## src/common/laser_link_config.svh

```systemverilog
`ifndef LASER_LINK_CONFIG_SVH
`define LASER_LINK_CONFIG_SVH

// 4-byte framing sequences, sent most significant byte first
`define LL_START_SEQ        32'hc1c2c3c4
`define LL_DATA_SEQ         32'hd1d2d3d4
`define LL_STOP_SEQ         32'h51525354

// handshake bytes
`define LL_HS_BYTE          8'haa
`define LL_HS_REPLY_BYTE    8'h10

// payload bytes that follow a sequence
`define LL_PAYLOAD_LEN      1024

// idle cycles before the receive side gives up
`define LL_RX_TIMEOUT       1024

// gap between the last handshake byte and the first data byte
`define LL_ALIGN_CYCLES     144

`define LL_FIFO_DEPTH       16
`define LL_COUNT_W          12

`endif

```

## src/common/laser_link_pkg.sv

```systemverilog
`include "laser_link_config.svh"

package laser_link_pkg;

    typedef logic [7:0]             byte_t;
    typedef logic [31:0]            seq_word_t;
    typedef logic [`LL_COUNT_W-1:0] count_t;

    typedef enum logic [2:0] {
        TX_IDLE, TX_HANDSHAKE, TX_HS_RELEASE, TX_ALIGN, TX_SEND, TX_FINISH
    } tx_state_t;

    typedef enum logic [1:0] {
        RX_IDLE, RX_HANDSHAKE, RX_LOAD_SEQ, RX_PAYLOAD
    } rx_state_t;

    typedef enum logic [1:0] {
        DET_WAIT, DET_SAW1, DET_SAW2, DET_SAW3
    } det_state_t;

endpackage

```

## src/common/byte_req_if.sv

```systemverilog
`timescale 1ns/1ps

// one byte moved with a four-phase req/ack handshake
interface byte_req_if import laser_link_pkg::*; ();

    logic  req;
    logic  ack;
    logic  grant;
    byte_t data;

    // req and data come from the session, ack and grant from the arbiter
    modport requester (output req, output data, input ack, input grant);

    modport arbiter (input req, input data, output ack, output grant);

endinterface

```

## src/design/byte_fifo.sv

```systemverilog
`timescale 1ns/1ps
`include "laser_link_config.svh"

module byte_fifo import laser_link_pkg::*; #(
    parameter int DEPTH = `LL_FIFO_DEPTH
) (
    input  logic  clock,
    input  logic  reset,
    input  logic  clear,
    input  logic  push,
    input  byte_t push_data,
    input  logic  pop,
    output byte_t pop_data,
    output logic  full,
    output logic  empty
);
    localparam int PTR_W = $clog2(DEPTH);

    byte_t            mem [DEPTH];
    logic [PTR_W-1:0] wr_ptr, rd_ptr;
    logic [PTR_W-1:0] wr_ptr_next, rd_ptr_next;
    logic             do_push, do_pop;

    assign do_push     = push && !full;
    assign do_pop      = pop && !empty;
    assign wr_ptr_next = wr_ptr + 1'b1;
    assign rd_ptr_next = rd_ptr + 1'b1;

    // show-ahead, head of the queue is always on the output
    assign pop_data = mem[rd_ptr];

    always_ff @(posedge clock) begin
        if (do_push) begin
            mem[wr_ptr] <= push_data;
        end
    end

    always_ff @(posedge clock, posedge reset) begin
        if (reset) begin
            wr_ptr <= '0;
            rd_ptr <= '0;
            full   <= 1'b0;
            empty  <= 1'b1;
        end else if (clear) begin
            wr_ptr <= '0;
            rd_ptr <= '0;
            full   <= 1'b0;
            empty  <= 1'b1;
        end else begin
            if (do_push) begin
                wr_ptr <= wr_ptr_next;
            end
            if (do_pop) begin
                rd_ptr <= rd_ptr_next;
            end
            // flags only move when exactly one side is active
            if (do_push && !do_pop) begin
                empty <= 1'b0;
                full  <= (wr_ptr_next == rd_ptr);
            end else if (do_pop && !do_push) begin
                full  <= 1'b0;
                empty <= (rd_ptr_next == wr_ptr);
            end
        end
    end

    no_push_when_full: assert property (@(posedge clock) disable iff (reset)
        !(push && full));

    no_pop_when_empty: assert property (@(posedge clock) disable iff (reset)
        !(pop && empty));

endmodule

```

## src/design/laser_link.sv

```systemverilog
`timescale 1ns/1ps

module laser_link import laser_link_pkg::*; (
    input  logic  clock,
    input  logic  reset,
    input  byte_t host_in_data,
    input  logic  host_in_push,
    output logic  host_in_ready,
    output byte_t host_out_data,
    output logic  host_out_valid,
    input  logic  host_out_pop,
    input  logic  laser_rx_valid,
    input  byte_t laser_rx_data,
    output logic  laser_tx_req,
    output byte_t laser_tx_data,
    input  logic  laser_tx_ack
);
    byte_t in_data, out_data;
    logic  in_full, in_empty, in_pop;
    logic  out_full, out_empty, out_push, out_clear;
    logic  tx_busy, rx_busy;

    byte_req_if tx_req ();
    byte_req_if rx_req ();

    assign host_in_ready  = !in_full;
    assign host_out_valid = !out_empty;

    // host to laser
    byte_fifo in_queue (
        .clock, .reset, .clear(1'b0),
        .push(host_in_push && !in_full), .push_data(host_in_data),
        .pop(in_pop), .pop_data(in_data), .full(in_full), .empty(in_empty)
    );

    // laser to host
    byte_fifo out_queue (
        .clock, .reset, .clear(out_clear),
        .push(out_push), .push_data(out_data),
        .pop(host_out_pop && !out_empty), .pop_data(host_out_data),
        .full(out_full), .empty(out_empty)
    );

    tx_session tx_sess (
        .clock, .reset, .queue_data(in_data), .queue_empty(in_empty), .queue_pop(in_pop),
        .rx_valid(laser_rx_valid), .rx_data(laser_rx_data),
        .rx_busy, .tx_busy, .laser(tx_req)
    );

    rx_session rx_sess (
        .clock, .reset, .rx_valid(laser_rx_valid), .rx_data(laser_rx_data),
        .tx_busy, .rx_busy, .queue_full(out_full), .queue_push(out_push),
        .queue_data(out_data), .queue_clear(out_clear), .laser(rx_req)
    );

    tx_arbiter arbiter (
        .clock, .reset, .tx_port(tx_req), .rx_port(rx_req),
        .laser_tx_req, .laser_tx_data, .laser_tx_ack
    );

endmodule

```

## src/design/tx_arbiter.sv

```systemverilog
`timescale 1ns/1ps

module tx_arbiter import laser_link_pkg::*; (
    input  logic  clock,
    input  logic  reset,
    byte_req_if.arbiter tx_port,
    byte_req_if.arbiter rx_port,
    output logic  laser_tx_req,
    output byte_t laser_tx_data,
    input  logic  laser_tx_ack
);
    logic grant_tx, grant_rx;
    logic acked;
    logic port_busy;

    assign port_busy = grant_tx || grant_rx;

    // grant holds from req up to the fall of the serializer ack
    always_ff @(posedge clock, posedge reset) begin
        if (reset) begin
            grant_tx <= 1'b0;
            grant_rx <= 1'b0;
            acked    <= 1'b0;
        end else if (!port_busy) begin
            acked <= 1'b0;
            if (!laser_tx_ack) begin
                // transmit session first
                if (tx_port.req) begin
                    grant_tx <= 1'b1;
                end else if (rx_port.req) begin
                    grant_rx <= 1'b1;
                end
            end
        end else begin
            if (laser_tx_ack) begin
                acked <= 1'b1;
            end else if (acked) begin
                grant_tx <= 1'b0;
                grant_rx <= 1'b0;
                acked    <= 1'b0;
            end
        end
    end

    assign laser_tx_req  = (grant_tx && tx_port.req) || (grant_rx && rx_port.req);
    assign laser_tx_data = grant_rx ? rx_port.data : tx_port.data;

    assign tx_port.ack   = grant_tx && laser_tx_ack;
    assign rx_port.ack   = grant_rx && laser_tx_ack;
    assign tx_port.grant = grant_tx;
    assign rx_port.grant = grant_rx;

    one_grant: assert property (@(posedge clock) disable iff (reset)
        !(grant_tx && grant_rx));

    data_stable_during_req: assert property (@(posedge clock) disable iff (reset)
        laser_tx_req ##1 laser_tx_req |-> $stable(laser_tx_data));

endmodule

```

## src/rx_session/rx_session.sv

```systemverilog
`timescale 1ns/1ps
`include "laser_link_config.svh"

module rx_session import laser_link_pkg::*; (
    input  logic  clock,
    input  logic  reset,
    input  logic  rx_valid,
    input  byte_t rx_data,
    input  logic  tx_busy,
    output logic  rx_busy,
    input  logic  queue_full,
    output logic  queue_push,
    output byte_t queue_data,
    output logic  queue_clear,
    byte_req_if.requester laser
);
    rx_state_t state;
    count_t    payload_cnt, idle_cnt;
    logic [1:0] seq_idx;
    seq_word_t seq_word, hit_word;
    byte_t     seq_byte;
    logic      hit, hs_seen, timed_out;
    logic      reply_due, reply_pending, launch, req_q;

    sequence_detector detector (
        .clock,
        .reset,
        .rx_valid,
        .rx_data,
        .hit,
        .hit_word
    );

    assign hs_seen   = rx_valid && (rx_data == `LL_HS_BYTE);
    assign timed_out = !rx_valid && (idle_cnt == count_t'(`LL_RX_TIMEOUT - 1));
    assign rx_busy   = state != RX_IDLE;

    // most significant byte first
    assign seq_byte = seq_word[{~seq_idx, 3'b000} +: 8];

    always_comb begin
        queue_push  = 1'b0;
        queue_data  = rx_data;
        queue_clear = 1'b0;
        case (state)
            RX_LOAD_SEQ: begin
                queue_push = !queue_full;
                queue_data = seq_byte;
            end
            RX_PAYLOAD: begin
                // a byte that meets a full queue is dropped
                queue_push  = rx_valid && !queue_full;
                queue_clear = timed_out;
            end
            default: begin
                queue_push = 1'b0;
            end
        endcase
    end

    always_ff @(posedge clock) begin
        if (hit && (state == RX_HANDSHAKE)) begin
            seq_word <= hit_word;
        end
    end

    always_ff @(posedge clock, posedge reset) begin
        if (reset) begin
            state       <= RX_IDLE;
            seq_idx     <= '0;
            payload_cnt <= '0;
            idle_cnt    <= '0;
        end else begin
            case (state)
                RX_IDLE: begin
                    if (hs_seen && !tx_busy) begin
                        idle_cnt <= '0;
                        state    <= RX_HANDSHAKE;
                    end
                end
                RX_HANDSHAKE: begin
                    idle_cnt <= rx_valid ? '0 : idle_cnt + 1'b1;
                    if (hit) begin
                        seq_idx <= '0;
                        state   <= RX_LOAD_SEQ;
                    end else if (timed_out) begin
                        state <= RX_IDLE;
                    end
                end
                RX_LOAD_SEQ: begin
                    if (!queue_full) begin
                        seq_idx <= seq_idx + 1'b1;
                        if (seq_idx == 2'd3) begin
                            payload_cnt <= '0;
                            idle_cnt    <= '0;
                            state       <= RX_PAYLOAD;
                        end
                    end
                end
                RX_PAYLOAD: begin
                    idle_cnt <= rx_valid ? '0 : idle_cnt + 1'b1;
                    if (rx_valid) begin
                        payload_cnt <= payload_cnt + 1'b1;
                        if (payload_cnt == count_t'(`LL_PAYLOAD_LEN - 1)) begin
                            state <= RX_IDLE;
                        end
                    end else if (timed_out) begin
                        state <= RX_IDLE;
                    end
                end
                default: state <= RX_IDLE;
            endcase
        end
    end

    // reply path, at most one reply waiting behind the one in flight
    assign reply_due = hs_seen
                    && ((state == RX_HANDSHAKE) || ((state == RX_IDLE) && !tx_busy));
    assign launch    = reply_pending && !req_q && !laser.ack;

    always_ff @(posedge clock, posedge reset) begin
        if (reset) begin
            reply_pending <= 1'b0;
            req_q         <= 1'b0;
        end else begin
            reply_pending <= (reply_pending && !launch) || reply_due;
            if (launch) begin
                req_q <= 1'b1;
            end else if (req_q && laser.ack) begin
                req_q <= 1'b0;
            end
        end
    end

    assign laser.req  = req_q;
    assign laser.data = `LL_HS_REPLY_BYTE;

    no_push_when_full: assert property (@(posedge clock) disable iff (reset)
        !(queue_push && queue_full));

    ack_needs_grant: assert property (@(posedge clock) disable iff (reset)
        $rose(laser.ack) |-> laser.grant && laser.req);

endmodule

```

## src/rx_session/sequence_detector.sv

```systemverilog
`timescale 1ns/1ps
`include "laser_link_config.svh"

module sequence_detector import laser_link_pkg::*; (
    input  logic      clock,
    input  logic      reset,
    input  logic      rx_valid,
    input  byte_t     rx_data,
    output logic      hit,
    output seq_word_t hit_word
);
    localparam seq_word_t START_WORD = `LL_START_SEQ;
    localparam seq_word_t DATA_WORD  = `LL_DATA_SEQ;
    localparam seq_word_t STOP_WORD  = `LL_STOP_SEQ;

    det_state_t state;
    seq_word_t  sel_word, first_word;
    byte_t      expected;
    logic       first_hit;

    // first byte picks the sequence, leading bytes are all distinct
    always_comb begin
        first_hit  = 1'b1;
        first_word = START_WORD;
        if (rx_data == DATA_WORD[31:24]) begin
            first_word = DATA_WORD;
        end else if (rx_data == STOP_WORD[31:24]) begin
            first_word = STOP_WORD;
        end else if (rx_data != START_WORD[31:24]) begin
            first_hit = 1'b0;
        end
    end

    always_comb begin
        case (state)
            DET_SAW1: expected = sel_word[23:16];
            DET_SAW2: expected = sel_word[15:8];
            DET_SAW3: expected = sel_word[7:0];
            default:  expected = sel_word[31:24];
        endcase
    end

    assign hit      = rx_valid && (state == DET_SAW3) && (rx_data == expected);
    assign hit_word = sel_word;

    always_ff @(posedge clock) begin
        if (rx_valid && (state == DET_WAIT) && first_hit) begin
            sel_word <= first_word;
        end
    end

    always_ff @(posedge clock, posedge reset) begin
        if (reset) begin
            state <= DET_WAIT;
        end else if (rx_valid) begin
            case (state)
                DET_WAIT: state <= first_hit ? DET_SAW1 : DET_WAIT;
                DET_SAW1: state <= (rx_data == expected) ? DET_SAW2 : DET_WAIT;
                DET_SAW2: state <= (rx_data == expected) ? DET_SAW3 : DET_WAIT;
                // hit or miss, back to waiting
                default:  state <= DET_WAIT;
            endcase
        end
    end

endmodule

```

## src/tx_session/tx_session.sv

```systemverilog
`timescale 1ns/1ps
`include "laser_link_config.svh"

module tx_session import laser_link_pkg::*; (
    input  logic  clock,
    input  logic  reset,
    input  byte_t queue_data,
    input  logic  queue_empty,
    output logic  queue_pop,
    input  logic  rx_valid,
    input  byte_t rx_data,
    input  logic  rx_busy,
    output logic  tx_busy,
    byte_req_if.requester laser
);
    tx_state_t state;
    count_t    align_cnt;
    logic      req_q;
    byte_t     data_q;
    logic      got_reply, reply_seen;
    logic      start, align_done, load_byte;

    assign reply_seen = rx_valid && (rx_data == `LL_HS_REPLY_BYTE);
    assign start      = (state == TX_IDLE) && !queue_empty && !rx_busy;
    assign align_done = align_cnt == count_t'(`LL_ALIGN_CYCLES - 1);

    // next queued byte is taken at the end of the gap or after each transfer
    assign load_byte = ((state == TX_ALIGN) && align_done)
                    || ((state == TX_FINISH) && !laser.ack && !queue_empty);

    assign queue_pop  = load_byte;
    assign tx_busy    = (state != TX_IDLE) || !queue_empty;
    assign laser.req  = req_q;
    assign laser.data = data_q;

    always_ff @(posedge clock) begin
        if (start) begin
            data_q <= `LL_HS_BYTE;
        end else if (load_byte) begin
            data_q <= queue_data;
        end
    end

    always_ff @(posedge clock, posedge reset) begin
        if (reset) begin
            state     <= TX_IDLE;
            req_q     <= 1'b0;
            align_cnt <= '0;
            got_reply <= 1'b0;
        end else begin
            case (state)
                TX_IDLE: begin
                    got_reply <= 1'b0;
                    if (start) begin
                        req_q <= 1'b1;
                        state <= TX_HANDSHAKE;
                    end
                end
                TX_HANDSHAKE: begin
                    if (laser.ack) begin
                        req_q <= 1'b0;
                        state <= TX_HS_RELEASE;
                    end
                end
                TX_HS_RELEASE: begin
                    // keep repeating the handshake byte until the far end answers
                    if (!laser.ack) begin
                        if (got_reply || reply_seen) begin
                            align_cnt <= '0;
                            state     <= TX_ALIGN;
                        end else begin
                            req_q <= 1'b1;
                            state <= TX_HANDSHAKE;
                        end
                    end
                end
                TX_ALIGN: begin
                    align_cnt <= align_cnt + 1'b1;
                    if (align_done) begin
                        req_q <= 1'b1;
                        state <= TX_SEND;
                    end
                end
                TX_SEND: begin
                    if (laser.ack) begin
                        req_q <= 1'b0;
                        state <= TX_FINISH;
                    end
                end
                TX_FINISH: begin
                    if (!laser.ack) begin
                        if (!queue_empty) begin
                            req_q <= 1'b1;
                            state <= TX_SEND;
                        end else begin
                            state <= TX_IDLE;
                        end
                    end
                end
                default: state <= TX_IDLE;
            endcase
            if (reply_seen && (state != TX_IDLE)) begin
                got_reply <= 1'b1;
            end
        end
    end

    // an ack only ever answers our own granted request
    ack_needs_grant: assert property (@(posedge clock) disable iff (reset)
        $rose(laser.ack) |-> laser.grant && laser.req);

endmodule
```

## config.mk

```make
export PLATFORM = sky130hd
export DESIGN_NAME = laser_link
export DESIGN_NICKNAME = d
export VERILOG_FILES = /design/src/common/laser_link_pkg.sv /design/src/common/byte_req_if.sv /design/src/design/byte_fifo.sv /design/src/design/laser_link.sv /design/src/design/tx_arbiter.sv /design/src/rx_session/rx_session.sv /design/src/rx_session/sequence_detector.sv /design/src/tx_session/tx_session.sv
export VERILOG_INCLUDE_DIRS = /design/src /design/src/common
export SDC_FILE = /design/constraint.sdc
export NUM_CORES = 1
export LEC_CHECK = 0
export BUFFER_PORTS_ARGS = -buffer_cell sky130_fd_sc_hd__buf_2
export CAP_MARGIN = 20
export CORE_ASPECT_RATIO = 1.2
export CORE_UTILIZATION = 50
export DETAILED_ROUTE_END_ITERATION = 7
export PLACE_DENSITY = 0.66
export SLEW_MARGIN = 20
export SYNTH_ARGS = -nofsm -noshare
export SYNTH_HDL_FRONTEND = slang
export SYNTH_HIERARCHICAL = 1
export SYNTH_SLANG_ARGS = --single-unit
```

## constraint.sdc

```tcl
create_clock -name clock -period 4.05 [get_ports clock]
set_input_delay 0.405 -clock clock [delete_from_list [all_inputs] [get_ports clock]]
set_output_delay 0.405 -clock clock [all_outputs]
set_load 0.03 [all_outputs]
```

======== Yosys cells after proc, flatten, opt, wreduce, memory -nomap -nowiden ========
Memories as Yosys holds them, arrays and structs flattened. A register that Yosys moved wholly into a read port is not among the register bits.
Index checks and enable logic that the tools add are counted.
storage, ports and cells
  output and inout port bits .............. 19
  bits in latches ......................... 0
  register bits ........................... 136
  logic and storage cells ................. 250
  memories ................................ 2
  memory bits (read-only) ................. 0
  input port bits ......................... 22
  memory bits (writable) .................. 256
memory list
  memory         words  width  read ports  clocked after memory_dff  write ports  RTL line         text
  in_queue.mem   16     8      1           1                         1            byte_fifo.sv:19  byte_t mem [DEPTH];
  out_queue.mem  16     8      1           0                         1            byte_fifo.sv:19
cells by class
  reductions and logical operators ........ 86
  add/sub/neg operators ................... 8
  muxes and demuxes ....................... 84
  eq/ne operators ......................... 43
  divide/modulo/power cells ............... 0
  shift-type cells ........................ 1
  order comparisons ....................... 0
  $mul .................................... 0
  bitwise gates (word level) .............. 2
operators with widths
  kind                     count
  $mux W12                 7
  $pmux W12 S2             2
  $mux W1                  41
  $add A12 B1 Y12 const B  3
  $logic_and A1 B1 Y1      36
  $pmux W12 S3             1
  $mux W32                 1
  $shiftx A32 B6 Y8        1
  $eq A12 B10 Y1 const B   2
  $mux W2                  12
  $pmux W8 S3              1
  $ne A2 B1 Y1 const B     11
  $reduce_bool A2 Y1       11
  $mux W3                  7
  $pmux W3 S6              1
  $add A4 B1 Y4 const B    4
  $eq A4 B4 Y1             4
  $eq A8 B8 Y1 const B     2
  $mux W4                  4
  $mux W8                  2
  $logic_not A1 Y1         15
  $eq A12 B8 Y1 const B    1
  $ne A2 B2 Y1 const B     6
  $reduce_and A3 Y1        4
  other kinds (27)         45

======== Longest topological paths before layout ========
  depth in word-level cells ............... 9
  gate-level depth with buffers ........... 9
  gate-level depth less buffers ........... 8

======== Cells and area by module ========
Netlist, hierarchy kept.
modules (own cells, without submodules)
  module             area an instance (um^2)  instances  sequential area each (um^2)  cells each
  byte_fifo          5664.2                   2          4095.2                       282
  rx_session         2961.6                   1          1711.6                       231
  tx_session         1443.9                   1          585.6                        169
  sequence_detector  615.6                    1          110.1                        72
  tx_arbiter         270.3                    1          75.1                         22
  laser_link         23.8                     1          0.0                          5

======== Least setup slack after synthesis ========
OpenSTA, ideal clock, no wires.
  path kind ............................... register -> register
  start point ............................. reg rx_sess.detector.state[0]
  end point ............................... reg rx_sess.seq_idx[0]
  path slack .............................. 1163 ps
  clock period less this slack ............ 2887 ps
  stages on the path, launching flop included .. 9
  data arrival time ....................... 2762 ps
  data required time ...................... 3925 ps
  cells stage by stage .................... dfrtp_1 inv_1 ha_1 xor2_1 a211o_1 nor4_1 and3_1 nor2_1 mux2_2
on the way
  cells in the longest elaborated chain, start to end .. 6
  elaborated cells on any way between the ends .. 9
  classes of those cells .................. eq/ne: 5; mux: 1; reduce/logical: 3
RTL lines
  what                                  RTL line                                          text
  start, declared                       sequence_detector.sv:16                           det_state_t state;
  start signal, assigned                sequence_detector.sv:57                           DET_WAIT: state <= first_hit ? DET_SAW1 : DET_WAIT;
  start signal, assigned                sequence_detector.sv:58                           DET_SAW1: state <= (rx_data == expected) ? DET_SAW2 : DET_WAIT;
  start signal, assigned                sequence_detector.sv:59                           DET_SAW2: state <= (rx_data == expected) ? DET_SAW3 : DET_WAIT;
  $eq A2 B2 Y1 (tied with other cells)  sequence_detector.sv:35, sequence_detector.sv:43
  $pmux W8 S3                           sequence_detector.sv:35                           case (state)
  $eq A8 B8 Y1                          sequence_detector.sv:43                           assign hit = rx_valid && (state == DET_SAW3) && (rx_data == expected);
  $logic_and A1 B1 Y1 *                 sequence_detector.sv:43
  net rx_sess.hit                       rx_session.sv:22                                  logic hit, hs_seen, timed_out;
  $ne A2 B1 Y1 (no line) *              --
  $reduce_and A3 Y1 (no line) *         --
  end signal, assigned                  rx_session.sv:92                                  seq_idx <= seq_idx + 1'b1;
  end, declared                         rx_session.sv:19                                  logic [1:0] seq_idx;
The timed path passes the listed nets; every way through them passes the cells marked *.
A chain may end at the register's enable or synchronous reset.

======== Final worst setup path ========
  start point ............................. reg out_queue.rd_ptr[0]
  end point ............................... out host_out_data[1]
on the way
  cells in the longest elaborated chain, start to end .. 1
RTL lines
  what                    RTL line         text
  start, declared         byte_fifo.sv:20  logic [PTR_W-1:0] wr_ptr, rd_ptr;
  start signal, assigned  byte_fifo.sv:54  rd_ptr <= rd_ptr_next;
  $mem_v2 Z16 W8          --
  end, declared           laser_link.sv:9  output byte_t host_out_data,
No other way between the ends.

==> impl_metrics.yaml <==
outcome:
  outcome: "finished, final reports clean"
detailed_routing:
  wl_per_cell_um: 20.61
  drtIter0Drc: 526
  drt-pass1-iter-count: 5
  antenna_left: 0
  wl_um: 32190
  via_per_inst: 5.694
  drcViolationCount: 0
  via_count: 8894
global_routing:
  grt_pass1_wl_um: 50490
  antenna_found_initial: 0
  grt_max_degree: 37
  grt_overflow: 0
  grt_usage_pct: 19.61
  grt_pass1_vias: 8802
synth:
  yosys.area_share.simple_pct: 9.382
  synth_edf_count: 290
  yosys_warnings: 6
  synth_area_um2: 16640
  yosys_most_used_dff: "edfxtp_1"
  ys_async_sr_fraction_pct: 19.46
  synth_cells: 1063
  synth_xor_area_share_pct: 2.323
  avgSynthCellArea_um2: 15.66
  synth_top_family_by_area: "multiplexers"
  ys_seq_area_share_pct: 64.13
  synth-seq-cells: 370
  ys_types: 83
  synthMuxAreaShare_pct: 11.98
  synthAdderAreaFrac_pct: 1.504
  synth-compound-area-share_pct: 6.014
critical_path:
  worstSetupStartpointType: "register"
  r2r_slack_ps: 1120
  path_buf_inv: 2
  cpPeakStageDelay_ps: 930
  worstPathCellList: "buf_4 > mux4_1 > a22oi_1 > nand2_1 > buf_2"
  rr_startpoint: "rx_sess/state[0]"
  reg2reg_to: "out_queue/mem[7][4]"
  r2r_cells: 5
  critPathArrivalTime_ps: 2810
  cp_slowest_cell: "dfrtp_2"
  crit_fanout: 30
  cp_top_family: "flip-flops"
  endpoint_kind: "primary output"
  path_class: "register to primary output"
  cp.required_ps: 3640
cts:
  cts_made_buffers: 37
  insertion_delay_ps: 530
  ctsResizeCount: 0
  cts.clk_slew.worst_paths_ps: 60
  htreeDepth: 2
  postCtsHoldBufs: 1
  cts_num_sinks: 370
  post-cts-setup-buffers: 0
  tritoncts: "built"
  clockBufferDepth: 3
  cts-root-buf: "clkbuf_16"
floorplan:
  dieWidth_um: 168.6
  die_area_um2: 34020
  core-area_um2: 32520
  dieHeight_um: 201.9
  rows: 72
  io_pins: 41
  start_util_pct: 51.18
job:
  cap_violations: 0
layout:
  area_growth_pct: 8.916
  num-nets-final: 1133
  drive_gt1_share_pct: 16.82
  antenna_cells: 0
  fillCellCount: 2538
  postLayoutCellArea_um2: 18130
hold_path:
  whs_path_depth: 2
  hold_path.class: "primary input to register"
  min_from: "laser_tx_ack"
  min_to: "arbiter/acked"
place:
  gp_congestion: 0.8121
  placed_area_um2: 16910
  portBuffers: 40
  place_ws_ps: 1089
  dp_hpwl_um: 21180
sta:
  finalSetupViolations: 0
  worst_slack_ps: 837.0
  period_needed_ps: 3213
  worst-slew-pin-transition_ps: 881.3
  slew_headroom_pct: 41.25
  final_max_slew_viol_count: 0
  setup_tns_ps: 0
  final_hold_viol_count: 0
  max_clock_freq_mhz: 311.2
  rsz0062_at_grt: "no"
  fin_worst_hold_slack_ps: 145.2
  skew_ps: 18.27
  finalCritPeriodShare_pct: 79.33
power_and_ir_drop:
  power_w: 0.01130
  p_leak_nw: 6.477
  vdd_drop_max_mv: 0.4312
  p_per_area_nw_per_um2: 623.4
==> cells by family (layout without fill, tap and decap cells) <==
kind of cell / after synthesis / count (layout)
AOI/OAI and AO/OA: 145 / 145
xor gates and xnor gates: 41 / 41
adders and majority gates: 20 / 20
buffers and inverters: 117 / 143
DFF: 370 / 370
muxes: 95 / 95
other: 5 / 34
and+or+nand+nor: 270 / 270
==> cells in the final DEF (no fill, tap or decap), types with 6 or more instances in the layout <==
cell type  count
a21oi_1       21
a22o_1         6
a22oi_1       35
and2_1        40
and3_1        10
buf_2         40
buf_4          7
clkbuf_16     37
clkinv_1       8
clkinv_2       7
conb_1        34
dfrtp_1       66
dfxtp_1        8
edfxtp_1     290
ha_1          20
inv_1         29
mux2_2        11
mux2_4         6
mux2i_1        6
mux4_1        26
mux4_2        46
nand2_1       41
nand2b_1      11
nand3_1       32
nand3b_1       9
nor2_1        45
nor2b_1        7
nor3_1        12
nor4_1         7
o211ai_1       7
o21ai_0       34
o31ai_1        6
or3_1         13
xnor2_1       19
xor2_1        20
==> power breakdown <==
part / leakage [nW] / total, W / internal, W / switching (W)
sequential: 3.59 / 0.00513 / 0.00459 / 0.000544
clock: 0.588 / 0.00340 / 0.00201 / 0.00139
combinational: 2.30 / 0.00276 / 0.00118 / 0.00158
==> metal layers <==
metal / wire [um] / track usage [%] / part of all wire (%) / vias up
li1: - / - / - / 4122
met1: 13460 / 25.57 / 42 / 4540
met2: 16810 / 34.37 / 52 / 191
met3: 1372 / 3.015 / 4.3 / 41
met4: 551 / 4.903 / 1.7 / 0
met5: 0 / 0 / 0 / -
==> per-stage QoR <==
step	util [%]	std cells
6_report	55.74	1562
4_1_cts	55.74	1562
2_1_floorplan	-	1092
5_1_grt	55.74	1562
3_5_place_dp	52.01	1495
3_3_place_gp	52.01	1495
==> how the worst max path moves through the flow <==
stage                         startpoint             endpoint  slack, ps  cells past startpoint
6_report             out_queue/rd_ptr[0]     host_out_data[1]        840                      5
5_1_grt              out_queue/rd_ptr[0]     host_out_data[1]        580                      5
4_1_cts              out_queue/rd_ptr[0]     host_out_data[1]        780                      5
3_5_place_dp              laser_rx_valid  out_queue/mem[6][6]       1090                      6
3_3_place_gp              laser_rx_valid  out_queue/mem[6][3]       1160                      6
2_1_floorplan  rx_sess/detector/state[0]   rx_sess/seq_idx[0]       1160                      8
==> cells in the mapped netlist (9+ instances only) <==
master      n  area, um^2
xnor2_1    19       166.4
buf_6      11       123.9
buf_4      42       315.3
nor2_1     45       168.9
xor2_1     20       175.2
and3_1     10       62.56
dfrtp_1    70        1752
o21ai_0    34       170.2
mux4_2     46        1036
inv_1      29       108.9
nor3_1     12       60.06
nand2_1    41       153.9
edfxtp_1  290        8708
mux4_1     26       683.2
or3_1      13       81.33
nand3_1    32       160.2
a21oi_1    21       105.1
clkbuf_1   16       60.06
nand2b_1   11       68.82
mux2_2     11       123.9
a22oi_1    35       262.8
nand3b_1    9       67.56
and2_1     40       250.2
ha_1       20       250.2
==> area by class of cell <==
type | count | area, um^2 | area share (%)
repair buffers | 48 | 262.8 | 1.449
multi-input cells | 605 | 5320 | 29.35
flip-flops and latches | 370 | 10680 | 58.90
inverters | 29 | 108.9 | 0.6005
clock buffers | 42 | 954.7 | 5.266
clock inverters | 24 | 247.7 | 1.367
well taps | 444 | 555.5 | 3.065
==> state kept, by name (all words and copies together), names as in the netlist, 2 cells and up <==
register and cells:
out_queue/mem 128, rx_sess/seq_idx 2, tx_sess/align_cnt 12, rx_sess/state 2, rx_sess/detector/hit_word 2, out_queue/rd_ptr 4
rx_sess/payload_cnt 12, tx_sess/laser.data 8, tx_sess/state 3, in_queue/mem 128, in_queue/rd_ptr 4, rx_sess/idle_cnt 12
in_queue/wr_ptr 4, rx_sess/detector/state 2, out_queue/wr_ptr 4, rx_sess/seq_word 32
Power figures use the tool's default switching activity.
